<file path="config.mk">
export PLATFORM = sky130hd
export DESIGN_NAME = exec_unit
export DESIGN_NICKNAME = d
export VERILOG_FILES = /design/src/hdl/exec_ctrl_pkg.sv /design/src/hdl/rv_isa_pkg.sv /design/src/hdl/exec_result_if.sv /design/src/hdl/exec_unit.sv /design/src/hdl/writeback_merge.sv /design/src/hdl/branch_unit.sv /design/src/hdl/int_alu.sv /design/src/hdl/reg_file.sv
export SDC_FILE = /design/constraint.sdc
export NUM_CORES = 2
export LEC_CHECK = 0
export BUFFER_PORTS_ARGS = -buffer_cell sky130_fd_sc_hd__buf_2
export CAP_MARGIN = 20
export CORE_ASPECT_RATIO = 0.7
export CORE_UTILIZATION = 45
export CTS_CLUSTER_SIZE = 16
export DETAILED_ROUTE_END_ITERATION = 10
export GPL_TIMING_DRIVEN = 1
export PLACE_DENSITY = 0.61
export SLEW_MARGIN = 20
export SYNTH_ARGS = -nofsm -noshare
export SYNTH_HDL_FRONTEND = slang
export SYNTH_HIERARCHICAL = 1
export SYNTH_SLANG_ARGS = --single-unit
</file>
<file path="constraint.sdc">
create_clock -name clk -period 10.07 [get_ports clk]
set_input_delay 1.007 -clock clk [delete_from_list [all_inputs] [get_ports clk]]
set_output_delay 1.007 -clock clk [all_outputs]
set_load 0.1 [all_outputs]
</file>
<file path="src/hdl/exec_ctrl_pkg.sv">
// Execute stage control encodings shared by the ALU, branch unit and writeback merge
package exec_ctrl_pkg;

    // Link increment for JAL, one instruction past the jump
    localparam int unsigned LINK_OFFSET = 4;

    // Which result retires for an issued operation
    typedef enum logic [1:0] {
        OP_ALU    = 2'd0,
        OP_BRANCH = 2'd1,
        OP_JAL    = 2'd2
    } op_class_e;

    // ALU operations, shared by register and immediate forms
    typedef enum logic [3:0] {
        ALU_ADD  = 4'd0,
        ALU_SUB  = 4'd1,
        ALU_SLL  = 4'd2,
        ALU_SLT  = 4'd3,
        ALU_SLTU = 4'd4,
        ALU_XOR  = 4'd5,
        ALU_SRL  = 4'd6,
        ALU_SRA  = 4'd7,
        ALU_OR   = 4'd8,
        ALU_AND  = 4'd9
    } alu_op_e;

    // Branch conditions, encoded as the RV32I funct3 field
    typedef enum logic [2:0] {
        BR_EQ  = 3'b000,
        BR_NE  = 3'b001,
        BR_LT  = 3'b100,
        BR_GE  = 3'b101,
        BR_LTU = 3'b110,
        BR_GEU = 3'b111
    } br_cond_e;

endpackage

</file>
<file path="src/hdl/rv_isa_pkg.sv">
// Architectural widths and base types of RV32I, imported by every datapath block
package rv_isa_pkg;

    // Integer register width
    localparam int XLEN = 32;

    // Register index width and register count
    localparam int REG_IDX_W = 5;
    localparam int NUM_REGS = 32;

    // One data word
    typedef logic [XLEN-1:0] word_t;

    // Index into the integer register file
    typedef logic [REG_IDX_W-1:0] reg_idx_t;

endpackage
</file>
<file path="src/hdl/exec_result_if.sv">
// Bundle of same-cycle ALU and branch results feeding the writeback merge
`timescale 1ns/1ps

interface exec_result_if;
    import rv_isa_pkg::*;

    // From the ALU
    word_t alu_result;

    // From the branch unit
    logic  br_taken;
    word_t br_target;
    word_t br_link;
    // High for JAL, selects the link as write value
    logic  link_valid;

    modport alu_src (
        output alu_result
    );

    modport branch_src (
        output br_taken,
        output br_target,
        output br_link,
        output link_valid
    );

    modport merge_dst (
        input alu_result,
        input br_taken,
        input br_target,
        input br_link,
        input link_valid
    );

endinterface

</file>
<file path="src/hdl/exec_unit.sv">
// Execute and writeback top level joining register file, ALU, branch unit and merge
`timescale 1ns/1ps

module exec_unit (
    input  logic                      clk,
    input  logic                      rst,

    // Issue side, one operation per cycle
    input  logic                      issue,
    input  exec_ctrl_pkg::op_class_e  op_class,
    input  exec_ctrl_pkg::alu_op_e    alu_op,
    input  exec_ctrl_pkg::br_cond_e   br_cond,
    input  logic                      use_imm,
    input  rv_isa_pkg::reg_idx_t      rs1_idx,
    input  rv_isa_pkg::reg_idx_t      rs2_idx,
    input  rv_isa_pkg::reg_idx_t      rd_idx,
    input  rv_isa_pkg::word_t         imm,
    input  rv_isa_pkg::word_t         pc,

    // Result side, one cycle after issue
    output logic                      done,
    output logic                      wb_we,
    output rv_isa_pkg::reg_idx_t      wb_rd_idx,
    output rv_isa_pkg::word_t         wb_value,
    output logic                      redirect,
    output rv_isa_pkg::word_t         redirect_pc
);
    import rv_isa_pkg::*;

    // Source operands after bypass
    word_t rs1_val;
    word_t rs2_val;

    // Same-cycle unit results
    exec_result_if res_if ();

    // Write port fed back from the writeback register
    reg_file u_reg_file (
        .clk     (clk),
        .rd_idx  (wb_rd_idx),
        .rd_val  (wb_value),
        .rd_we   (wb_we),
        .rs1_idx (rs1_idx),
        .rs2_idx (rs2_idx),
        .rs1_val (rs1_val),
        .rs2_val (rs2_val)
    );

    int_alu u_int_alu (
        .rs1_val (rs1_val),
        .rs2_val (rs2_val),
        .imm     (imm),
        .use_imm (use_imm),
        .alu_op  (alu_op),
        .res     (res_if)
    );

    branch_unit u_branch_unit (
        .rs1_val  (rs1_val),
        .rs2_val  (rs2_val),
        .imm      (imm),
        .pc       (pc),
        .op_class (op_class),
        .br_cond  (br_cond),
        .res      (res_if)
    );

    writeback_merge u_writeback_merge (
        .clk         (clk),
        .rst         (rst),
        .issue       (issue),
        .op_class    (op_class),
        .rd_idx      (rd_idx),
        .res         (res_if),
        .done        (done),
        .wb_we       (wb_we),
        .wb_rd_idx   (wb_rd_idx),
        .wb_value    (wb_value),
        .redirect    (redirect),
        .redirect_pc (redirect_pc)
    );

endmodule

</file>
<file path="src/hdl/writeback_merge.sv">
// Merges ALU and branch results and registers the writeback and redirect one cycle after issue
`timescale 1ns/1ps

module writeback_merge (
    input  logic                      clk,
    input  logic                      rst,
    input  logic                      issue,
    input  exec_ctrl_pkg::op_class_e  op_class,
    input  rv_isa_pkg::reg_idx_t      rd_idx,
    exec_result_if.merge_dst          res,

    // Registered results, also the register file write port
    output logic                      done,
    output logic                      wb_we,
    output rv_isa_pkg::reg_idx_t      wb_rd_idx,
    output rv_isa_pkg::word_t         wb_value,
    output logic                      redirect,
    output rv_isa_pkg::word_t         redirect_pc
);
    import rv_isa_pkg::*;
    import exec_ctrl_pkg::*;

    // Next-cycle strobes
    logic  we_nxt;
    logic  redirect_nxt;
    // Selected write value
    word_t value_nxt;

    // ALU and JAL write back, branches never do
    assign we_nxt = issue && ((op_class == OP_ALU) || (op_class == OP_JAL));

    // Link for JAL, ALU result otherwise
    assign value_nxt = res.link_valid ? res.br_link : res.alu_result;

    // Branch unit only flags taken for BRANCH and JAL
    assign redirect_nxt = issue && res.br_taken;

    // Strobes, single-cycle pulses
    always_ff @(posedge clk) begin
        if (rst) begin
            done     <= 1'b0;
            wb_we    <= 1'b0;
            redirect <= 1'b0;
        end else begin
            done     <= issue;
            wb_we    <= we_nxt;
            redirect <= redirect_nxt;
        end
    end

    // Payload, only meaningful alongside the strobes
    always_ff @(posedge clk) begin
        wb_rd_idx   <= rd_idx;
        wb_value    <= value_nxt;
        redirect_pc <= res.br_target;
    end

endmodule

</file>
<file path="src/hdl/branch_unit.sv">
// Combinational branch evaluation with target and link computation for BRANCH and JAL
`timescale 1ns/1ps

module branch_unit (
    input  rv_isa_pkg::word_t         rs1_val,
    input  rv_isa_pkg::word_t         rs2_val,
    input  rv_isa_pkg::word_t         imm,
    input  rv_isa_pkg::word_t         pc,
    input  exec_ctrl_pkg::op_class_e  op_class,
    input  exec_ctrl_pkg::br_cond_e   br_cond,
    exec_result_if.branch_src         res
);
    import rv_isa_pkg::*;
    import exec_ctrl_pkg::*;

    // Raw comparisons of the two sources
    logic eq;
    logic lt_s;
    logic lt_u;
    // Condition result for conditional branches
    logic cond_met;

    assign eq = rs1_val == rs2_val;
    assign lt_s = $signed(rs1_val) < $signed(rs2_val);
    assign lt_u = rs1_val < rs2_val;

    always_comb begin
        case (br_cond)
            BR_EQ:   cond_met = eq;
            BR_NE:   cond_met = !eq;
            BR_LT:   cond_met = lt_s;
            BR_GE:   cond_met = !lt_s;
            BR_LTU:  cond_met = lt_u;
            BR_GEU:  cond_met = !lt_u;
            // Reserved funct3 values never branch
            default: cond_met = 1'b0;
        endcase
    end

    // Taken only for branch classes
    always_comb begin
        case (op_class)
            OP_BRANCH: res.br_taken = cond_met;
            OP_JAL:    res.br_taken = 1'b1;
            default:   res.br_taken = 1'b0;
        endcase
    end

    // PC-relative target shared by branches and JAL
    assign res.br_target = pc + imm;

    // Return address for JAL
    assign res.br_link = pc + word_t'(LINK_OFFSET);
    assign res.link_valid = op_class == OP_JAL;

endmodule

</file>
<file path="src/hdl/int_alu.sv">
// Combinational integer ALU for register-register and register-immediate operations
`timescale 1ns/1ps

module int_alu (
    input  rv_isa_pkg::word_t       rs1_val,
    input  rv_isa_pkg::word_t       rs2_val,
    input  rv_isa_pkg::word_t       imm,
    input  logic                    use_imm,
    input  exec_ctrl_pkg::alu_op_e  alu_op,
    exec_result_if.alu_src          res
);
    import rv_isa_pkg::*;
    import exec_ctrl_pkg::*;

    // Second operand after the immediate select
    word_t      op_b;
    // Shift amount from the low five bits
    logic [4:0] shamt;
    // Compare flags for the set-less-than forms
    logic       lt_signed;
    logic       lt_unsigned;

    assign op_b = use_imm ? imm : rs2_val;
    assign shamt = op_b[4:0];
    assign lt_signed = $signed(rs1_val) < $signed(op_b);
    assign lt_unsigned = rs1_val < op_b;

    always_comb begin
        case (alu_op)
            ALU_ADD:  res.alu_result = rs1_val + op_b;
            ALU_SUB:  res.alu_result = rs1_val - op_b;
            ALU_SLL:  res.alu_result = rs1_val << shamt;
            // Set-less-than gives 0 or 1 in bit 0
            ALU_SLT:  res.alu_result = {{(XLEN-1){1'b0}}, lt_signed};
            ALU_SLTU: res.alu_result = {{(XLEN-1){1'b0}}, lt_unsigned};
            ALU_XOR:  res.alu_result = rs1_val ^ op_b;
            ALU_SRL:  res.alu_result = rs1_val >> shamt;
            // Arithmetic shift keeps the sign
            ALU_SRA:  res.alu_result = word_t'($signed(rs1_val) >>> shamt);
            ALU_OR:   res.alu_result = rs1_val | op_b;
            ALU_AND:  res.alu_result = rs1_val & op_b;
            // Unused encodings
            default:  res.alu_result = '0;
        endcase
    end

endmodule

</file>
<file path="src/hdl/reg_file.sv">
// Integer register file with two async read ports, one write port and write-to-read bypass
`timescale 1ns/1ps

module reg_file (
    input  logic                clk,

    // Write port, driven by the writeback register
    input  rv_isa_pkg::reg_idx_t rd_idx,
    input  rv_isa_pkg::word_t    rd_val,
    input  logic                rd_we,

    // Read ports
    input  rv_isa_pkg::reg_idx_t rs1_idx,
    input  rv_isa_pkg::reg_idx_t rs2_idx,
    output rv_isa_pkg::word_t    rs1_val,
    output rv_isa_pkg::word_t    rs2_val
);
    import rv_isa_pkg::*;

    // Storage for x1..x31 only
    // Unpacked so it maps onto LUT RAM with async read
    word_t regs [NUM_REGS-1:1];

    // Hit on the write in progress for each read port
    logic rs1_bypass;
    logic rs2_bypass;

    assign rs1_bypass = rd_we && (rd_idx == rs1_idx);
    assign rs2_bypass = rd_we && (rd_idx == rs2_idx);

    // Write, x0 never stored
    always_ff @(posedge clk) begin
        if (rd_we && (rd_idx != '0)) begin
            regs[rd_idx] <= rd_val;
        end
    end

    // rs1 read mux
    always_comb begin
        if (rs1_idx == '0) begin
            // x0 reads as zero
            rs1_val = '0;
        end else if (rs1_bypass) begin
            // Forward the value landing this cycle
            rs1_val = rd_val;
        end else begin
            rs1_val = regs[rs1_idx];
        end
    end

    // rs2 read mux, same structure
    always_comb begin
        if (rs2_idx == '0) begin
            rs2_val = '0;
        end else if (rs2_bypass) begin
            rs2_val = rd_val;
        end else begin
            rs2_val = regs[rs2_idx];
        end
    end

endmodule

</file>
==> impl_metrics.toml <==
[route]
via_per_inst = 7.05
routed.top_layer = "met5"
vias = 46700
first_pass_iters = 6
met3RoutedLength_um = 36800
wl_per_cell_um = 36.9
wl_met2_um = 95800
drc = 0
wirelength_met1_um = 105000
drt_iter0_drc = 8314
antenna_left = 0
wl_um = 244000

[timing]
hold_viol = 0
slew_headroom_pct = 15.0
max_slew.worst_pin.slew_ns = 1.27
fmax_mhz = 123
fin_ws_ns = 1.94
clock_skew_ns = 0.0621
fin_crit_sh_pct = 80.8
rsz0062_at_grt = "false"
tns_ns = 0
min_period_ns = 8.13
finalSetupViolCount = 0
hold_ws_ns = 0.350
slew_violations = 0

[yosys]
synth_top_area_cell = "edfxtp_1"
netlist_area_um2 = 61500
synth-edff-count = 992
synth_area_leaders = "edfxtp_1 48%, mux4_2 12%, mux2i_1 6.6%, ha_1 3.4%, dfxtp_1 2.3%"
synth_top_area_share_pct = 48.5
synth_flop_cell = "edfxtp_1"
synthAdderAreaFrac_pct = 3.50
yosys_warnings = 6
synth-simple-area-share_pct = 6.49
synth-xor-area-share_pct = 1.31
postSynthAreaPerCell_um2 = 13.1
synth_cells = 4681
synthesis.nets = 4943
ys_types = 107
synthMuxAreaShare_pct = 20.9
synth_top_family_by_area = "multiplexers"
synth_compound_area_share_pct = 13.0
yosys_register_bits = 1064
yosysSeqAreaShare_pct = 50.8
postSynth.asyncResetShare_pct = 0

[global_route]
antenna_found_initial = 13
overflow = 0
grt_first_pass_wirelength_um = 338000
grt_usage_pct = 34.6
grt_max_degree = 145
grt_pass1_vias = 43200

[clock_network]
clk_pin_slew_ns = 0.08
cts_buffers = 106
cts_resized = 0
htree_levels = 3
insertion_delay_ns = 0.77
clock_tree.root_cell = "clkbuf_16"
clkSinkCount = 1064
cts_tree = "done"
cts_max_path_buffers = 3
holdBufCountCts = 0
post_cts_buffers = 0

[floorplanning]
io_pins = 164
die_area_um2 = 138000
die_h_um = 311
coreArea_um2 = 136000
row_count = 113
fp.dieW_um = 444
start_util_pct = 45.3

[outcome]
status = "completed"

[finish]
nFillCells = 11600
design_area_um2 = 67900
area_delta_synth_final_pct = 10.5
fin_cells = 6631
drive_gt1_share_pct = 21.1
nets = 5018

[place]
placed_area_um2 = 64400
routabilityCongestion = 1.07
dpl.cell_count = 6430
dp_hpwl_um = 167000
dpl_worst_slack_ns = 1.97
io_buffers = 163

[setup_path]
required_ns = 10.73
startpoint_type = "input port"
cp_max_fo = 21
critPathCaptureType = "register"
worst-setup-path-type = "input port to register"
worst-endpoint-arrival_ns = 8.80

[run]
maxCapViolations = 0

[power]
ir_drop_mv = 0.183
leakage_nw = 24.1
power_density_nw_per_um2 = 182

[hold_path]
hold_class = "input port to register"
Yosys cell counts, types with 24 or more instances:
cell       instances
edfxtp_1         992
mux2i_1          407
nand2_1          327
mux4_2           316
nor2_1           232
a21oi_1          218
ha_1             167
clkbuf_1         164
inv_1            148
o21ai_0          137
buf_2            125
o22ai_1           93
a211oi_1          91
mux2_2            83
dfxtp_1           72
xnor2_1           69
nand3_1           62
o211ai_1          55
nor3_1            53
o2111ai_1         46
mux2_4            44
a31oi_1           43
nor2b_1           42
a221oi_1          39
a22oi_1           39
a2111o_1          32
a32o_1            31
a21o_1            29
o41ai_1           29
a311oi_1          25
buf_6             25
a22o_1            24
cell type report:
class                   instances  area (um2)  area share [%]
multi-input cells            3102       28200            41.5
inverters                     155         584           0.861
clock buffers                 139        2790            4.10
clock inverters                56         709            1.04
repair buffers                327        2170            3.20
diodes                          6        15.0          0.0221
flip-flops and latches       1064       31200            46.0
well taps                    1782        2230            3.28
cell families (layout without fill, tap and decap cells):
group                      Yosys count  count (layout)
and+or+nand+nor                    865             865
adders and majority gates          170             170
other                                0               6
DFF                               1064            1064
buffers and inverters              515             677
xor gates and xnor gates            92              92
muxes                              852             852
AOI/OAI and AO/OA                 1123            1123
metal layers:
| metal | GRT usage (%) | vias up |
|---|---|---|
| met1 | 53.3 | 24000 |
| met4 | 9.44 | 8 |
| met3 | 12.9 | 409 |
| met5 | 0 | - |
| met2 | 44.8 | 3427 |
| li1 | - | 18900 |
flip-flops by register name (all words and copies together) (netlist names):
name and cells:
u_reg_file/regs 992, u_writeback_merge/done 1, u_writeback_merge/redirect 1, u_writeback_merge/redirect_pc 32, u_writeback_merge/wb_rd_idx 5, u_writeback_merge/wb_value 32, u_writeback_merge/wb_we 1
path summary, 6_finish.rpt:
path | start | end | slack, ns | cells past startpoint
min | rd_idx[1] | u_writeback_merge/wb_rd_idx[1] | 0.35 | 1
max | rs1_idx[2] | u_writeback_merge/wb_value[0] | 1.94 | 18
min reg2reg | u_writeback_merge/wb_value[5] | u_reg_file/regs[16][5] | 0.74 | 1
max reg2reg | u_writeback_merge/wb_rd_idx[1] | u_writeback_merge/wb_value[0] | 2.30 | 17
power by group:
| part | switching, W | internal, W |
|---|---|---|
| Sequential | 0.0000222 | 0.00508 |
| Combinational | 0.00229 | 0.000853 |
| Clock | 0.00181 | 0.00227 |
| Total | 0.00413 | 0.00821 |
critical path: stages:
cell and delay [ns]:
buf_2 0.55, nor2b_2 0.62, nand2_1 0.76, o22ai_1 0.46, a2111o_1 0.20, a32o_1 0.66
inv_1 0.11, ha_1 0.48, nor3_1 0.67, and2_1 0.24, a21boi_0 0.66, o21a_1 0.42
o21ai_1 0.18, a21boi_1 0.27, nor3_1 0.08, o41ai_1 0.84, nand4_1 0.23, mux2_4 0.33
metrics by stage:
| stage | util, % | power (W) |
|---|---|---|
| floorplan | - | 0.00719 |
| global placement | 47.5 | 0.00822 |
| detailed placement | 47.5 | 0.00821 |
| CTS | 50.1 | 0.0123 |
| global route | 50.1 | 0.0126 |
| finish | 50.1 | 0.0123 |
cell usage in the layout (no fill, tap or decap), drive strengths merged, types with 30 or more instances in the layout:
cell type | netlist | final
o211ai | 57 | 57
clkinv | 2 | 37
buf | 195 | 326
a31oi | 43 | 43
ha | 167 | 167
mux2i | 409 | 409
clkbuf | 165 | 140
xnor2 | 69 | 69
dfxtp | 72 | 72
o21ai | 147 | 147
nor2b | 42 | 42
mux2 | 127 | 127
a22oi | 39 | 39
o2111ai | 46 | 46
a221oi | 39 | 39
nor2 | 235 | 235
edfxtp | 992 | 992
o22ai | 95 | 95
a211oi | 95 | 95
inv | 153 | 160
nor3 | 57 | 57
a32o | 31 | 31
mux4 | 316 | 316
nand3 | 62 | 62
nand2 | 328 | 328
a2111o | 32 | 32
a21o | 30 | 30
a21oi | 219 | 219
(Power assumes the default switching activity.)
